==> src/rtl/rotator_pkg.sv <==
// ~~~~~~~~~~~~~~~~~~~~~~~~~~~~~~
// Weight rotator field widths, header and user structs, FSM state types
// ~~~~~~~~~~~~~~~~~~~~~~~~~~~~~~
`default_nettype none

package rotator_pkg;

  // Kernel sizes are odd so that kw_1/2 gives the kernel centre
  localparam int KERNEL_W_MAX  = 3;
  localparam int KERNEL_H_MAX  = 3;
  localparam int IM_CIN_MAX    = 64;
  localparam int IM_COLS_MAX   = 32;
  localparam int IM_BLOCKS_MAX = 8;

  localparam int BITS_KW     = $clog2(KERNEL_W_MAX);
  localparam int BITS_KH     = $clog2(KERNEL_H_MAX);
  localparam int BITS_CIN    = $clog2(IM_CIN_MAX);
  localparam int BITS_COLS   = $clog2(IM_COLS_MAX);
  localparam int BITS_BLOCKS = $clog2(IM_BLOCKS_MAX);

  // One bank word per kernel row per input channel
  localparam int BANK_DEPTH = KERNEL_H_MAX * IM_CIN_MAX;
  localparam int BITS_ADDR  = $clog2(BANK_DEPTH);

  // Sits in the low bits of the first beat of a frame
  typedef struct packed {
    logic [BITS_BLOCKS-1:0] blocks_1;
    logic [BITS_COLS-1:0]   cols_1;
    logic [BITS_CIN-1:0]    cin_1;
    logic [BITS_KH-1:0]     kh_1;
    logic [BITS_KW-1:0]     kw_1;
  } header_t;

  typedef struct packed {
    logic [BITS_KW-1:0] kw_1;
    logic [BITS_KH-1:0] kh_1;
    logic               is_1x1;
    logic               is_top;
    logic               is_bottom;
    logic               is_cols_1_k2;
  } user_t;

  typedef enum logic [2:0] {W_IDLE, W_GET_REF, W_WRITE, W_FILL, W_SWITCH} write_state_e;
  typedef enum logic [1:0] {R_IDLE, R_READ, R_SWITCH} read_state_e;

endpackage

`default_nettype wire

==> src/rtl/write_ctrl.sv <==
// ~~~~~~~~~~~~~~~~~~~~~~~~~~~~~~
// Write FSM, write bank index, done_write flags and header registers
// ~~~~~~~~~~~~~~~~~~~~~~~~~~~~~~
`default_nettype none

module write_ctrl
  import rotator_pkg::*;
#(
  parameter int  CORES      = 2,
  parameter int  WORD_WIDTH = 8,
  localparam int DATA_W     = WORD_WIDTH * CORES * KERNEL_W_MAX
) (
  input  wire logic              aclk,
  input  wire logic              i_rst,
  input  wire logic              i_s_valid,
  output logic                   o_s_ready,
  input  wire logic [DATA_W-1:0] i_s_data,
  input  wire logic [1:0]        i_done_read,
  output logic [1:0]             o_done_write,
  output header_t [1:0]          o_headers,
  output logic [1:0]             o_clear,
  output logic [1:0]             o_wen,
  output logic [1:0][BITS_ADDR-1:0] o_last_addr,
  input  wire logic [1:0]        i_full,
  input  wire logic [1:0]        i_rvalid
);

  write_state_e state;
  write_state_e state_next;
  logic         wr_idx;
  logic         header_hs;

  // Last word address of a bank is (kh_1+1)*(cin_1+1)-1
  function automatic logic [BITS_ADDR-1:0] calc_last_addr(header_t h);
    logic [BITS_ADDR-1:0] rows;
    logic [BITS_ADDR-1:0] chans;
    rows  = BITS_ADDR'(h.kh_1) + 1'b1;
    chans = BITS_ADDR'(h.cin_1) + 1'b1;
    return BITS_ADDR'(rows * chans - 1'b1);
  endfunction

  assign o_s_ready = (state == W_GET_REF) || (state == W_WRITE);
  assign header_hs = i_s_valid && (state == W_GET_REF);

  always_comb begin
    state_next = state;
    unique case (state)
      W_IDLE:    if (i_done_read[wr_idx]) state_next = W_GET_REF;
      W_GET_REF: if (i_s_valid) state_next = W_WRITE;
      W_WRITE:   if (i_full[wr_idx]) state_next = W_FILL;
      W_FILL:    if (i_rvalid[wr_idx]) state_next = W_SWITCH;
      W_SWITCH:  state_next = W_IDLE;
      default:   state_next = W_IDLE;
    endcase
  end

  always_ff @(posedge aclk) begin
    if (i_rst) begin
      state        <= W_IDLE;
      wr_idx       <= 1'b0;
      o_done_write <= '0;
    end else begin
      state <= state_next;
      // The reader must not see this bank as ready while it is refilled
      if (state == W_GET_REF) begin
        o_done_write[wr_idx] <= 1'b0;
      end
      if (state == W_SWITCH) begin
        o_done_write[wr_idx] <= 1'b1;
        wr_idx               <= ~wr_idx;
      end
    end
  end

  always_ff @(posedge aclk) begin
    if (header_hs) begin
      o_headers[wr_idx] <= header_t'(i_s_data[$bits(header_t)-1:0]);
    end
  end

  for (genvar b = 0; b < 2; b++) begin : g_bank
    assign o_clear[b]     = header_hs && (wr_idx == 1'(b));
    assign o_wen[b]       = i_s_valid && (state == W_WRITE) && (wr_idx == 1'(b));
    assign o_last_addr[b] = calc_last_addr(o_headers[b]);
  end

endmodule

`default_nettype wire

==> config.mk <==
export PLATFORM = sky130hd
export DESIGN_NAME = write_ctrl
export DESIGN_NICKNAME = d
export VERILOG_FILES = /design/src/rtl/rotator_pkg.sv /design/src/rtl/write_ctrl.sv
export SDC_FILE = /design/constraint.sdc
export NUM_CORES = 1
export LEC_CHECK = 0
export ABC_AREA = 1
export BUFFER_PORTS_ARGS = -buffer_cell sky130_fd_sc_hd__buf_2
export CAP_MARGIN = 20
export CORE_AREA = 3 3 86 88
export DETAILED_ROUTE_END_ITERATION = 6
export DIE_AREA = 0 0 89 91
export PLACE_DENSITY = 0.75
export SLEW_MARGIN = 20
export SYNTH_ARGS = -nofsm -noshare
export SYNTH_HDL_FRONTEND = slang
export SYNTH_SLANG_ARGS = --single-unit
==> constraint.sdc <==
create_clock -name aclk -period 3.25 [get_ports aclk]
set_clock_uncertainty 0.15 [all_clocks]
set_input_delay 0.65 -clock aclk [delete_from_list [all_inputs] [get_ports aclk]]
set_output_delay 0.65 -clock aclk [all_outputs]
set_load 0.03 [all_outputs]
==> summary.md <==
| Metric | Value |
|---|---|
| CP Data Required Time | 2450 ps |
| Area growth syn-to-layout | 62.4% |
| CTS buffer count | 5 |
| DP HPWL | 5830 um |
| Synth Area in Compound Gates | 0.0498 |
| Synth Register Bits | 42 |
| Largest fanout on the critical path | 3 |
| Worst path top cell family by delay | adder cells |
| Crit path kind | flop to primary output |
| Detailed Route Iter0 Violations | 60 |
| Die H | 91 um |
| Clock latency at the later pin of the worst-skew pair | 290 ps |
| Routed Antenna Nets | 0 |
| Gr ovfl total | 0 |
| Worst setup margin | -687 ps |
| Global Route Usage Sum | 0.184 |
| Min Clock Period, post-route | 3940 ps |
| Dpl ws | -441 ps |
| Post-synth top flop | edfxtp_1 |
| Pwr/cell area | 727 mW/mm^2 |
| Setup violations, final | 12 |
| Pre-Repair DR Iteration Count | 4 |
| Slew margin rel. | 0.764 |
| Initial antenna violation count | 0 |
| Area leader, netlist | edfxtp_1 |
| Syn_nets | 426 |
| Seq pwr share | 0.198 |
| Share of cells above drive strength 1 | 0.552 |
| Final period util | 1.21 |
| Final std cells w/o fill | 564 |
| Flop2flop setup slack | 1550 ps |
| Avg Cell Area, Syn | 8.85 sq um |
| Maximum vdd drop | 0.000470 V |
| Tightest Pin Transition | 354 ps |
| Inst Count DP | 548 |
| Starting Density | 0.433 |
| IO Pins | 116 |
| Placed Area | 0.00432 sq mm |
| FILL cells | 485 |
| Multiplexer share of the synthesized area | 0 |
| Async set-reset flop share out of synthesis | 0 |
| Max clock buf depth | 2 |
| Cells after synthesis | 329 |
| Final core occ | 0.704 |
| Internal | 1930 uW |
| H-tree levels | 2 |
| Clock sink count | 42 |
| Clk slew on worst S/H paths | 80 ps |
| Simple-gate share of the synthesized area | 0.211 |
| Hold Buf Count CTS | 0 |
| Post-route cell area | 0.00473 sq mm |
| CORE AREA | 0.00672 sq mm |
| XOR/XNOR Fraction of Synth Area | 0.0361 |
| Top cells by count, synth | nand2_1, inv_1, edfxtp_1 |
| R2R Path Start | state[0] |
| Clock root buffer | clkbuf_8 |
| Largest family of logic cells by synthesized area | simple AND/OR/NAND/NOR gates |
| Register area share after synthesis | 0.413 |
| Synth top area share | 0.371 |
| # DRC | 0 |
| Ys Warns | 0 |
| Switching Fraction | 0.439 |
| Max Freq | 0.254 GHz |
| Placer Congestion | 0.885 |
| Most common cell in the netlist | nand2_1 |
| Crit end category | primary output |
| Synthesized cell area | 0.00291 sq mm |
| Vias/cell | 4.85 |
| Max-cap violations | 0 |
| Worst path bufs/invs | 3 |
| Via count | 2,738 |
| Die area | 0.00810 sq mm |
| Synth Area in Adders | 0.203 |
| Status | finished, violations left |
| CP Cell Sequence | ha_4 -> nand2_4 -> o21bai_1 -> o21ai_1 -> inv_2 -> nand2_2 -> ha_4 -> fa_1 -> inv_2 -> ha_4 -> nand2_2 -> nor2_1 -> nand2_1 -> nand3_1 -> nand3_1 -> nand3_1 -> nand2_2 -> buf_6 |
| Combinational share of power | 0.703 |
| Num rows | 30 |
| Crit path DAT | 3140 ps |
| CP startpoint | o_headers[5] |
| Nets@finish | 580 |
| Slowest-stage cell, CP | fa_1 |
| Min-Delay Path Class | flop to flop |
| Failing checks | negative setup slack |
| DIE WIDTH | 89 um |
| CP Launch Type | flop |
| Vias in the first global route | 2,700 |
| Slowest Stage Delay on Critical Path | 530 ps |
| Port-buffer cells | 85 |
| Clk network pwr share | 0.099 |
| Post-synthesis cell type count | 26 |
| Design Power | 3440 uW |
| First-pass GRT wire length | 11,800 um |
| Largest net degree at the start of global routing | 19 |
| Final hold violation count | 0 |
| Leak | 0.00221 uW |
| Area contributors post-synth | edfxtp_1, ha_1, nand2_1 |
| RSZ-0062 raised after global routing | true |
| CTS tree | yes |
| NetSw | 1510 uW |
| Post-synth EDFFs | 36 |
| Final WL | 7530 um |
| WL/cell | 13.3 um |
| Diodes inserted | 0 |
| Fin. max-slew vios | 0 |
per-stage QoR:
step / hold slack (ps) / setup TNS (ps)
after detailed placement: 317 / -3390
after global placement: 311 / -2730
after floorplan: 352 / -2960
after global routing: 369 / -6790
after CTS: 330 / -5790
final: 327 / -5520
state kept, by name, summed over array words and instances, names as in the netlist, named ones only:
register and count:
state 3, wr_idx 1, o_headers 36
final cells by class:
type                       instances  area, sq um  area share
clock buffer                       5         68.8      0.0146
clock inverter                     3         23.8     0.00503
inverter                          63          239      0.0505
multi-input combinational        221         2090       0.442
sequential                        42         1200       0.254
tap                               80          100      0.0212
timing repair buffer             150         1010       0.213
worst paths after layout:
| path | end | depth (start not counted) |
|---|---|---|
| worst max-delay path | o_last_addr[7] | 18 |
| worst min-delay path | flop | 2 |
| worst max register to register | o_headers[21] | 3 |
| worst min register to register | flop | 2 |
cell usage in the layout (no fill, tap or decap), types with 17 or more instances in the layout:
cell type,Yosys,routed
nand2_1,89,64
ha_4,0,23
buf_2,0,73
edfxtp_1,36,36
inv_2,1,20
buf_6,0,17
buf_4,1,60
nor2_1,20,18
inv_1,61,42
nand2_2,2,23
metal layers:
layer,track usage,routed length (um)
met5,0,0
met4,0.0571,169
met1,0.214,2920
met3,0.0399,423
met2,0.331,4010
power by group through the flow:
stage	registers [uW]	logic (uW)	clock network (uW)
2_1_floorplan	750	1480	0
3_3_place_gp	682	2030	0
3_5_place_dp	687	2090	0
4_1_cts	678	2310	348
5_1_grt	686	2620	364
6_report	681	2420	341
logic make-up (layout without fill, tap and decap cells):
logic type,after synthesis,after routing
AOI/OAI and AO/OA,24,24
xor gates and xnor gates,12,12
adders and majority gates,40,40
buffers and inverters,66,221
DFF,42,42
and+or+nand+nor,145,145
worst register-to-register path, delay by kind of cell (launching register included):
family                 cells  cell delay (ps)
flip-flops                 1              440
buffers and inverters      1              310
AND/OR/NAND/NOR            2              480
repair_timing:
item	4_1_cts	5_1_grt
pin swaps	22	24
setup endpoints to repair	12	12
setup buffers	4	6
endpoints found under the hold margin	0	0
gates resized for setup	44	28
(Power assumes the default switching activity.)
