File: src/rtl/rotator_pkg.sv
// ~~~~~~~~~~~~~~~~~~~~~~~~~~~~~~
// Weight rotator field widths, header and user structs, FSM state types
// ~~~~~~~~~~~~~~~~~~~~~~~~~~~~~~
`default_nettype none

package rotator_pkg;

  // Kernel sizes are odd so that kw_1/2 gives the kernel centre
  localparam int KERNEL_W_MAX  = 3;
  localparam int KERNEL_H_MAX  = 3;
  localparam int IM_CIN_MAX    = 64;
  localparam int IM_COLS_MAX   = 32;
  localparam int IM_BLOCKS_MAX = 8;

  localparam int BITS_KW     = $clog2(KERNEL_W_MAX);
  localparam int BITS_KH     = $clog2(KERNEL_H_MAX);
  localparam int BITS_CIN    = $clog2(IM_CIN_MAX);
  localparam int BITS_COLS   = $clog2(IM_COLS_MAX);
  localparam int BITS_BLOCKS = $clog2(IM_BLOCKS_MAX);

  // One bank word per kernel row per input channel
  localparam int BANK_DEPTH = KERNEL_H_MAX * IM_CIN_MAX;
  localparam int BITS_ADDR  = $clog2(BANK_DEPTH);

  // Sits in the low bits of the first beat of a frame
  typedef struct packed {
    logic [BITS_BLOCKS-1:0] blocks_1;
    logic [BITS_COLS-1:0]   cols_1;
    logic [BITS_CIN-1:0]    cin_1;
    logic [BITS_KH-1:0]     kh_1;
    logic [BITS_KW-1:0]     kw_1;
  } header_t;

  typedef struct packed {
    logic [BITS_KW-1:0] kw_1;
    logic [BITS_KH-1:0] kh_1;
    logic               is_1x1;
    logic               is_top;
    logic               is_bottom;
    logic               is_cols_1_k2;
  } user_t;

  typedef enum logic [2:0] {W_IDLE, W_GET_REF, W_WRITE, W_FILL, W_SWITCH} write_state_e;
  typedef enum logic [1:0] {R_IDLE, R_READ, R_SWITCH} read_state_e;

endpackage

`default_nettype wire

File: src/rtl/read_ctrl.sv
// ~~~~~~~~~~~~~~~~~~~~~~~~~~~~~~
// Read FSM, read bank index, done_read flags and output valid
// ~~~~~~~~~~~~~~~~~~~~~~~~~~~~~~
`default_nettype none

module read_ctrl
  import rotator_pkg::*;
(
  input  wire logic          aclk,
  input  wire logic          i_rst,
  input  wire logic [1:0]    i_done_write,
  output logic [1:0]         o_done_read,
  input  wire header_t [1:0] i_headers,
  input  wire logic          i_m_ready,
  output logic               o_m_valid,
  output logic               o_m_last,
  output user_t              o_m_user,
  output logic [1:0]         o_rready,
  output logic               o_read_bank
);

  read_state_e state;
  read_state_e state_next;
  logic        rd_idx;
  logic        m_hs;
  logic        cnt_last;

  assign o_read_bank = rd_idx;
  assign o_m_valid   = (state == R_READ);
  assign m_hs        = o_m_valid && i_m_ready;
  assign o_m_last    = o_m_valid && cnt_last;
  // Only the bank being read sees the output ready
  assign o_rready    = m_hs ? (rd_idx ? 2'b10 : 2'b01) : 2'b00;

  always_comb begin
    state_next = state;
    unique case (state)
      R_IDLE:   if (i_done_write[rd_idx]) state_next = R_READ;
      R_READ:   if (m_hs && cnt_last) state_next = R_SWITCH;
      R_SWITCH: state_next = R_IDLE;
      default:  state_next = R_IDLE;
    endcase
  end

  always_ff @(posedge aclk) begin
    if (i_rst) begin
      state       <= R_IDLE;
      rd_idx      <= 1'b0;
      o_done_read <= 2'b11;
    end else begin
      state <= state_next;
      if (state == R_IDLE && i_done_write[rd_idx]) begin
        o_done_read[rd_idx] <= 1'b0;
      end
      if (state == R_SWITCH) begin
        o_done_read[rd_idx] <= 1'b1;
        rd_idx              <= ~rd_idx;
      end
    end
  end

  // Counters keep reloading while idle, so they hold the final header on R_READ
  rotation_counters u_counters (
    .aclk     (aclk),
    .i_rst    (i_rst),
    .i_load   (state == R_IDLE),
    .i_step   (m_hs),
    .i_header (i_headers[rd_idx]),
    .o_last   (cnt_last),
    .o_user   (o_m_user)
  );

endmodule

`default_nettype wire

File: src/rtl/rotation_counters.sv
// ~~~~~~~~~~~~~~~~~~~~~~~~~~~~~~
// Nested kh/cin/cols/blocks down-counters with TLAST and user flags
// ~~~~~~~~~~~~~~~~~~~~~~~~~~~~~~
`default_nettype none

module rotation_counters
  import rotator_pkg::*;
(
  input  wire logic    aclk,
  input  wire logic    i_rst,
  input  wire logic    i_load,
  input  wire logic    i_step,
  input  wire header_t i_header,
  output logic         o_last,
  output user_t        o_user
);

  header_t                ref_hdr;
  logic [BITS_KH-1:0]     cnt_kh;
  logic [BITS_CIN-1:0]    cnt_cin;
  logic [BITS_COLS-1:0]   cnt_cols;
  logic [BITS_BLOCKS-1:0] cnt_blocks;
  logic                   last_kh;
  logic                   last_cin;
  logic                   last_cols;
  logic                   last_blocks;
  logic                   en_cin;
  logic                   en_cols;
  logic                   en_blocks;

  // kh is innermost, each outer counter steps when all inner ones wrap
  assign en_cin    = i_step && last_kh;
  assign en_cols   = en_cin && last_cin;
  assign en_blocks = en_cols && last_cols;

  always_ff @(posedge aclk) begin
    if (i_load) begin
      ref_hdr <= i_header;
    end
  end

  // ~~~~~~~~~~~~~~~~~~~~~~~~~~~~~~
  // Down-counters
  // ~~~~~~~~~~~~~~~~~~~~~~~~~~~~~~
  // Each last flag is registered, set when the count is about to reach 0
  // or at once when the minus-one size is itself 0
  always_ff @(posedge aclk) begin
    if (i_rst) begin
      cnt_kh      <= '0;
      cnt_cin     <= '0;
      cnt_cols    <= '0;
      cnt_blocks  <= '0;
      last_kh     <= 1'b0;
      last_cin    <= 1'b0;
      last_cols   <= 1'b0;
      last_blocks <= 1'b0;
    end else if (i_load) begin
      cnt_kh      <= i_header.kh_1;
      cnt_cin     <= i_header.cin_1;
      cnt_cols    <= i_header.cols_1;
      cnt_blocks  <= i_header.blocks_1;
      last_kh     <= (i_header.kh_1 == '0);
      last_cin    <= (i_header.cin_1 == '0);
      last_cols   <= (i_header.cols_1 == '0);
      last_blocks <= (i_header.blocks_1 == '0);
    end else begin
      if (i_step) begin
        cnt_kh  <= last_kh ? ref_hdr.kh_1 : cnt_kh - 1'b1;
        last_kh <= last_kh ? (ref_hdr.kh_1 == '0) : (cnt_kh == BITS_KH'(1));
      end
      if (en_cin) begin
        cnt_cin  <= last_cin ? ref_hdr.cin_1 : cnt_cin - 1'b1;
        last_cin <= last_cin ? (ref_hdr.cin_1 == '0) : (cnt_cin == BITS_CIN'(1));
      end
      if (en_cols) begin
        cnt_cols  <= last_cols ? ref_hdr.cols_1 : cnt_cols - 1'b1;
        last_cols <= last_cols ? (ref_hdr.cols_1 == '0) : (cnt_cols == BITS_COLS'(1));
      end
      if (en_blocks) begin
        cnt_blocks  <= last_blocks ? ref_hdr.blocks_1 : cnt_blocks - 1'b1;
        last_blocks <= last_blocks ? (ref_hdr.blocks_1 == '0) : (cnt_blocks == BITS_BLOCKS'(1));
      end
    end
  end

  assign o_last = last_kh && last_cin && last_cols && last_blocks;

  always_comb begin
    o_user.kw_1         = ref_hdr.kw_1;
    o_user.kh_1         = ref_hdr.kh_1;
    o_user.is_1x1       = (ref_hdr.kw_1 == '0);
    o_user.is_top       = (cnt_blocks == ref_hdr.blocks_1);
    o_user.is_bottom    = last_blocks;
    // Remaining columns equal to half the kernel width
    o_user.is_cols_1_k2 = (cnt_cols == BITS_COLS'(ref_hdr.kw_1 >> 1));
  end

endmodule

`default_nettype wire

File: config.mk
export PLATFORM = sky130hd
export DESIGN_NAME = read_ctrl
export DESIGN_NICKNAME = d
export VERILOG_FILES = /design/src/rtl/rotator_pkg.sv /design/src/rtl/read_ctrl.sv /design/src/rtl/rotation_counters.sv
export SDC_FILE = /design/constraint.sdc
export NUM_CORES = 1
export LEC_CHECK = 0
export BUFFER_PORTS_ARGS = -buffer_cell sky130_fd_sc_hd__buf_4
export CAP_MARGIN = 20
export CORE_ASPECT_RATIO = 1.4
export CORE_MARGIN = 2
export CORE_UTILIZATION = 30
export DETAILED_ROUTE_END_ITERATION = 8
export GPL_TIMING_DRIVEN = 0
export PLACE_DENSITY = 0.46
export SYNTH_ARGS = -nofsm -noshare
export SYNTH_HDL_FRONTEND = slang
export SYNTH_SLANG_ARGS = --single-unit
export TNS_END_PERCENT = 100
File: constraint.sdc
create_clock -name aclk -period 3.1 [get_ports aclk]
set_clock_uncertainty 0.1 [all_clocks]
set_input_delay 0 -clock aclk [delete_from_list [all_inputs] [get_ports aclk]]
set_output_delay 0 -clock aclk [all_outputs]
set_load 0.01 [all_outputs]
==> flow_summary.toml, run 1 <==
[floorplan]
pin_count = 56
core-area_um2 = 8050
die_h_um = 111
rows = 39
die-area_um2 = 8900
initial_utilization_pct = 30.4
die_w_um = 80.3

[grt]
grt_pass1_wl_mm = 11.8
grt_pass1_vias = 2360
antenna_found_initial = 0
grt_usage_pct = 16.9
grt_start_max_net_pins = 28
grt_overflow_total = 0

[placement]
placed_area_um2 = 2990
hpwl_mm = 5.12
place_congestion = 0.788
io_buffers = 55

[route]
vias_per_cell = 4.95
wl_per_cell_um = 15.3
wl_mm = 7.09
num_vias = 2299
drc = 0
first_pass_iters = 4
ant_nets = 0
dr.first_iter.drc_count = 82

[worst_setup_path]
endpoint_kind = "flip-flop"
crit_arrival_ns = 3.04
cp-start-kind = "flip-flop"
path_max_fanout = 10
crit_type = "reg -> reg"
critPathLaunch = "o_read_bank"
crit_required_ns = 3.23
rr_startpoint = "o_read_bank"

[cts]
cts_buffer_depth = 2
cts_buffers = 5
cts_setup_buffers = 0
cts.sinks = 43
cts_tree = "built"
path_clk_slew_ns = 0.06
cts_max_level = 2
clockRootBuffer = "clkbuf_16"
clkLatencyLatePin_ns = 0.28

[worst_hold_path]
min_path_type = "in -> reg"
min_from = "i_headers[27]"

[timing]
setup_viol = 0
max_slew_margin_pct = 56.9
worst_pin_slew_ns = 0.647
final.period_utilization_pct = 93.9
fin_tns_setup_ns = 0
fin_hold_ws_ns = 0.00711
max_freq_mhz = 344
drv_slew = 0
rsz0062_at_grt = "no"
hold_viol_final = 0
fin_crit_ns = 2.91

[layout]
drive_gt1_share_pct = 26.5
nNetsFinal = 409
utilization_pct = 44.1
fin_area_um2 = 3550
antenna_cells = 0
area_growth_pct = 45.0

[synthesis]
synth_nets = 307
synth_edf_count = 18
synth.avg_cell_area_um2 = 9.44
ys_ff_latch = 43
ys.flop_type = "dfxtp_1"
ys_warn_count = 0
synth_cells = 259
async_reset_ff_share_pct = 0
syn_area_um2 = 2450
synth_cell_types = 47
synth_seq_area_share_pct = 42.6

[power]
vdd_drop_max_v = 0.000256
power.density_nw_per_um2 = 422
power_leakage_uw = 0.00143

[outcome]
outcome = "finished, final reports clean"

[job]
maxCapViolCount = 0
## cell families (layout without fill, tap and decap cells)
family	count (synthesis)	count (layout)	synth area share, %
buffers and inverters	34	137	6.55
XOR/XNOR	12	12	4.30
adder cells (fa/ha/maj)	7	7	3.58
multiplexers	21	21	9.46
AND/OR/NAND/NOR	82	82	17.2
flip-flops	43	43	42.6
AO/OA/AOI/OAI	60	60	16.3
## sequential cells by signal, summed over array words and instances (netlist names), named ones only
| signal | count |
|---|---|
| u_counters.cnt_blocks | 3 |
| o_read_bank | 1 |
| u_counters.last_kh | 1 |
| u_counters.cnt_kh | 2 |
| u_counters.last_cols | 1 |
| state | 2 |
| u_counters.ref_hdr | 14 |
| u_counters.o_user | 4 |
| u_counters.cnt_cin | 6 |
| u_counters.cnt_cols | 5 |
| u_counters.last_blocks | 1 |
| u_counters.last_cin | 1 |
## cell type report
cell class / instances / area [um2]
multi-input combinational: 182 / 1240
timing repair buffer: 95 / 813
fill: 807 / 4500
tap: 102 / 128
buffer: 20 / 108
clock buffer: 7 / 153
clock inverter: 1 / 7.51
sequential: 43 / 1040
inverter: 14 / 52.6
## final timing paths
kind	endpoint	slack [ns]	cells after the start
worst max-delay path	u_counters.last_kh	0.19	6
worst min-delay path	u_counters.ref_hdr[9]	0.007	3
worst max register to register	u_counters.last_kh	0.19	6
worst min register to register	u_counters.cnt_kh[1]	0.37	2
## cell usage after synthesis, drive strengths merged (3+ instances only)
cell type,instances,area share [%]
mux2i,4,1.6
and3,3,0.77
dfxtp,25,20
xnor2,5,1.8
or3,3,0.77
xor2,7,2.5
a22oi,6,1.8
nor4,5,1.3
ha,7,3.6
edfxtp,18,22
a21o,3,0.92
mux2,17,7.8
clkbuf,7,1.1
nor2,24,3.7
nand3,8,1.6
a211oi,5,1.5
nand2,12,1.8
inv,14,2.1
o21ai,11,2.3
a21oi,16,3.4
or4,3,0.92
nor2b,3,0.77
nor3,9,1.8
buf,13,3.3
o211ai,5,1.5
a221oi,3,1.1
## layer usage
metal | vias to the layer above | global-route usage, % | share of wire [%]
met2 | 32 | 31.6 | 56
met3 | 6 | 2.20 | 2.3
met1 | 1111 | 19.9 | 41
li1 | 1150 | - | -
met5 | - | 0 | 0
met4 | 0 | 4.07 | 1.2
## power by group
part,internal [uW],switching (uW)
logic,155,121
registers,631,32.5
clock network,343,216
## per-stage QoR
stage | instances | power (uW) | worst slack (ns)
after global routing | 464 | 1570 | 0.0235
after global placement | 416 | 913 | 0.904
after detailed placement | 416 | 913 | 0.942
after CTS | 464 | 1520 | 0.149
final | 464 | 1500 | 0.189
after floorplan | 259 | 811 | 1.45
## timing repair
item,CTS,global route
endpoints found under the hold margin,25,0
resized for setup,0,0
hold buffers,40,0
## cell usage in the layout, fill, tap and decap left out, drive strengths merged, types with 9 or more instances in the layout
master | netlist | final
o21ai | 11 | 11
edfxtp | 18 | 18
a21oi | 16 | 16
dlygate4sd3 | 0 | 40
nor3 | 9 | 9
clkbuf | 7 | 14
nand2 | 12 | 12
dfxtp | 25 | 25
inv | 14 | 14
buf | 13 | 68
nor2 | 24 | 24
mux2 | 17 | 17
## critical path, stage by stage (launching register included)
cell           delay [ns]
dfxtp_1              0.32
buf_2                0.28
buf_2                0.36
mux2_2               0.39
dlygate4sd3_1        0.59
o41ai_1              0.24
dlygate4sd3_1        0.58
(Power assumes the default switching activity.)
==> run 2: changes to the inputs <==
ABC_AREA = 1   (was unset)
==> flow_summary.toml, run 2 <==
[floorplan]
die_h_um = 115
die-area_um2 = 9540
rows = 40
pin_count = 56
die_w_um = 83.1
initial_utilization_pct = 30.7
core-area_um2 = 8560

[layout]
largest_reg_flops = 14
drive_gt1_share_pct = 19.3
antenna_cells = 0
nNetsFinal = 519
final_common_cell = "nand2_1"
final_cell_mix = "nand2_1 (118), buf_4 (63), nor2_1 (58)"
nFillCells = 926
largest-register = "u_counters.ref_hdr"
largest_registers = "u_counters.ref_hdr (14), u_counters.cnt_cin (6), u_counters.cnt_cols (5)"
fin_area_um2 = 3690
area_growth_pct = 40.4

[worst_setup_path]
crit_type = "reg -> reg"
reg2regPathDepth = 6
rr_startpoint = "o_read_bank"
crit_required_ns = 3.03
endpoint_kind = "flip-flop"
crit_arrival_ns = 1.74
worstReg2RegEnd = "u_counters.ref_hdr[17]"
cp-start-kind = "flip-flop"
worst-r2r-setup-slack_ns = 1.29
path_max_fanout = 10

[power]
power.density_nw_per_um2 = 418
vdd_drop_max_v = 0.000191
power_leakage_uw = 0.00176

[cts]
cts_buffer_depth = 2
cts_buffers = 5
clkLatencyLatePin_ns = 0.29
clockRootBuffer = "clkbuf_16"
cts_setup_buffers = 0
cts_tree = "built"
path_clk_slew_ns = 0.06
cts_max_level = 2
cts.sinks = 43

[grt]
grt_start_max_net_pins = 28
grt_pass1_wl_mm = 12.4
grt_usage_pct = 16.4
grt_pass1_vias = 2598
grt_overflow_total = 0
antenna_found_initial = 0

[synthesis]
synth_nets = 421
synth_cell_types = 33
synth_cells = 373
ys_warn_count = 0
ys_ff_latch = 43
syn_area_um2 = 2630
synth.most_common_cell = "nand2_1"
synth_seq_area_share_pct = 39.6
async_reset_ff_share_pct = 0
yosys.area.top_type_share_pct = 20.6
synth.avg_cell_area_um2 = 7.05
ys.flop_type = "dfxtp_1"
synthTopCellsByCount = "nand2_1 (118), nor2_1 (58), inv_1 (34)"
synth_top_area_cell = "edfxtp_1"
synth.area.top_cells = "edfxtp_1 (21%), dfxtp_1 (19%), nand2_1 (17%), nor2_1 (8.3%), inv_1 (4.9%)"
synth_edf_count = 18

[placement]
place_congestion = 0.843
io_buffers = 55
hpwl_mm = 5.57
placed_area_um2 = 3170

[timing]
final.period_utilization_pct = 58.5
setup_viol = 0
hold_viol_final = 0
fin_crit_ns = 1.81
fin_tns_setup_ns = 0
max_freq_mhz = 552
worst_pin_slew_ns = 0.575
drv_slew = 0
max_slew_margin_pct = 61.7
rsz0062_at_grt = "no"

[outcome]
outcome = "finished, final reports clean"

[worst_hold_path]
min_path_type = "in -> reg"
min_from = "i_headers[7]"
holdPathStages = 3
holdPathEnd = "u_counters.ref_hdr[7]"

[route]
dr.first_iter.drc_count = 101
wl_per_cell_um = 13.3
vias_per_cell = 4.63
wl_mm = 7.65
ant_nets = 0
first_pass_iters = 4
drc = 0
num_vias = 2673

[job]
maxCapViolCount = 0
[run 2: cell types whose count changed in the layout (fill, tap and decap cells not counted), sizes merged, moves of 13 or more]
cell	change
inv	+25
mux2	-17
nand2	+108
nand3	+13
nor2	+36
o21ai	+18
[run 2: report_power, final]
group,switching (uW),internal [uW]
clock,214,343
combinational,159,154
sequential,34.7,637
[run 2: what timing repair did]
item	4_1_cts	5_1_grt
resized for setup	0	0
hold buffers	36	0
setup endpoints to repair	0	0
endpoints found under the hold margin	22	0
[run 2: cell type report]
class                      count  area (um2)  share of cell area, %
timing repair buffer          91         773                   21.0
clock buffer                   8         156                   4.24
tap                          105         131                   3.56
multi-input combinational    274        1300                   35.3
inverter                      39         146                   3.97
sequential                    43        1040                   28.2
buffer                        17         139                   3.76
[run 2: cells by family (layout without fill, tap and decap cells)]
family                   Yosys count  after routing  synth area share (%)
XOR/XNOR                           5              5                  1.67
AO/OA/AOI/OAI                     51             51                  10.6
adder cells (fa/ha/maj)            7              7                  3.33
flip-flops                        43             43                  39.6
AND/OR/NAND/NOR                  211            211                  34.0
buffers and inverters             56            155                  10.9
[run 2: critical path, cell delays in order (launching register included)]
cell and delay, ns:
dfxtp_1 0.35, buf_4 0.18, inv_2 0.05, buf_6 0.14, nand2_1 0.06, nand2_1 0.10
dlygate4sd3_1 0.59
[run 2: through the flow]
| step | utilization [%] | instances | total power, uW | setup slack, ns | hold WS (ns) |
|---|---|---|---|---|---|
| after floorplan | - | 373 | 851 | 1.72 | 0.0434 |
| after CTS | 43.1 | 577 | 1560 | 1.26 | 0.00460 |
| after global routing | 43.1 | 577 | 1630 | 1.21 | 0.0395 |
| final | 43.1 | 577 | 1540 | 1.29 | 0.00119 |
| after global placement | 37.1 | 533 | 962 | 1.51 | 0.164 |
| after detailed placement | 37.1 | 533 | 963 | 1.51 | 0.172 |
[run 2: worst max-delay path by stage]
| stage | startpoint | endpoint | slack, ns | cells past startpoint |
|---|---|---|---|---|
| floorplan | u_counters.last_cin | state[0] | 1.72 | 6 |
| global placement | state[0] | u_counters.last_cols | 1.51 | 8 |
| detailed placement | state[0] | u_counters.cnt_kh[1] | 1.51 | 8 |
| CTS | o_read_bank | u_counters.ref_hdr[5] | 1.26 | 6 |
| global route | o_read_bank | u_counters.ref_hdr[17] | 1.21 | 6 |
| finish | o_read_bank | u_counters.ref_hdr[17] | 1.29 | 6 |
[run 2: metal layers]
| metal | up-vias | routed length [um] | track usage [%] |
|---|---|---|---|
| met1 | 1220 | 3410 | 19.6 |
| met4 | 0 | 122 | 6.01 |
| met2 | 68 | 3830 | 29.8 |
| met5 | - | 0 | 0 |
| met3 | 6 | 284 | 2.66 |
| li1 | 1379 | - | - |
==> run 3: changes to the inputs <==
clock period = 1.7 ns   (was 3.1 ns; I/O delays follow)
==> flow_summary.toml, run 3 (synthesized netlist as in run 2, its figures left out) <==
[placement]
place_congestion = 0.843
io_buffers = 55
post-place-ws_ns = 0.106
hpwl_mm = 5.57

[route]
wl_per_cell_um = 13.4
drc = 0
wl_mm = 7.75
first_pass_iters = 4
ant_nets = 0
dr.first_iter.drc_count = 102
num_vias = 2652
vias_per_cell = 4.60

[power]
clock_power_share_pct = 36.1
power.internal_uw = 2070
power_switching_uw = 746
p_seq_share_pct = 43.5
netSwitchingFraction_pct = 26.5
p_comb_share_pct = 20.4
vdd_drop_max_v = 0.000347
power.density_nw_per_um2 = 762
power_leakage_uw = 0.00176

[grt]
grt_overflow_total = 0
grt_usage_pct = 16.9
grt_start_max_net_pins = 28
antenna_found_initial = 0
grt_pass1_vias = 2650
grt_pass1_wl_mm = 12.7

[worst_setup_path]
cp-start-kind = "flip-flop"
crit_required_ns = 1.83
cp_top_family = "buffers and inverters"
slowest_stage = "dfxtp_1"
crit_chain = "inv_2, nand2_1, inv_1, buf_8, nand2_1, a22oi_1, o21ai_1, inv_1"
path_buf_inv = 4
path_max_fanout = 27
endpoint_kind = "flip-flop"
crit_type = "reg -> reg"
worst-r2r-setup-slack_ns = 0.16
crit_arrival_ns = 1.67
cpPeakStageDelay_ns = 0.30

[floorplan]
rows = 40
pin_count = 56
die_w_um = 83.1
initial_utilization_pct = 30.7
core-area_um2 = 8560
die_h_um = 115
die-area_um2 = 9540

[layout]
final_cell_mix = "nand2_1 (118), buf_4 (63), nor2_1 (58)"
nFillCells = 914
largest-register = "u_counters.ref_hdr"
antenna_cells = 0
largest_reg_flops = 14
final_common_cell = "nand2_1"
nNetsFinal = 519
area_growth_pct = 40.7
drive_gt1_share_pct = 19.7
utilization_pct = 43.2
largest_registers = "u_counters.ref_hdr (14), u_counters.cnt_cin (6), u_counters.cnt_cols (5)"

[job]
maxCapViolCount = 0

[cts]
cts_buffers = 5
cts_buffer_depth = 2
path_clk_slew_ns = 0.06
clkLatencyLatePin_ns = 0.28
cts_tree = "built"
cts.sinks = 43
clockRootBuffer = "clkbuf_16"
cts_max_level = 2

[timing]
drv_slew = 0
fin_tns_setup_ns = 0
worst_slack_ns = 0.165
setup_viol = 0
hold_viol_final = 0
fin_hold_ws_ns = 0.00908
rsz0062_at_grt = "no"
max_slew_margin_pct = 62.0
fin_crit_ns = 1.54
worst_pin_slew_ns = 0.571
max_freq_mhz = 651
final.period_utilization_pct = 90.3

[outcome]
outcome = "finished, final reports clean"

[worst_hold_path]
min_path_type = "in -> reg"
## run 3: power by group through the flow
stage                     registers (uW)  logic (uW)  clock network, uW
after floorplan                     1230         321                  0
final                               1230         576               1020
after CTS                           1230         577               1050
after global routing                1240         652               1080
after detailed placement            1250         509                  0
after global placement              1250         507                  0
## run 3: worst min-delay path, stage by stage
cell and delay, ns:
buf_4 0.08, o21ai_0 0.11, inv_1 0.09
## run 3: layout make-up
cell class / instances / area, um2 / area share (%)
Inverter: 39 / 146 / 3.96
Sequential cell: 43 / 1040 / 28.2
Timing Repair Buffer: 91 / 773 / 20.9
Clock buffer: 8 / 156 / 4.23
Buffer: 17 / 143 / 3.86
Multi-Input combinational cell: 274 / 1310 / 35.3
Tap cell: 105 / 131 / 3.55
## run 3: worst paths after layout
kind              cells past startpoint         start                     to
setup / recovery                      8      state[1]   u_counters.cnt_kh[1]
hold / removal                        3  i_headers[7]  u_counters.ref_hdr[7]
setup reg to reg                      8      state[1]   u_counters.cnt_kh[1]
hold reg to reg                       1     flip-flop              flip-flop
## run 3: layer usage
metal	global-route usage [%]	up-vias	share of wire (%)
met1	19.7	1209	43
met4	6.12	0	1.6
li1	-	1386	-
met3	2.66	6	3.2
met2	31.3	51	52
met5	0	-	0
## run 3: per-stage QoR
| stage | instance area [um2] | cells | power, uW |
|---|---|---|---|
| finish | 3700 | 577 | 2820 |
| floorplan | 2630 | 373 | 1550 |
| CTS | 3690 | 577 | 2850 |
| global placement | 3170 | 533 | 1760 |
| detailed placement | 3170 | 533 | 1760 |
| global route | 3700 | 577 | 2970 |
## run 3: repair_timing
action,4_1_cts,5_1_grt
endpoints found under the hold margin,22,0
gates resized for setup,0,4
endpoints found under the setup margin,0,6
hold buffers,36,0
setup buffers,0,0
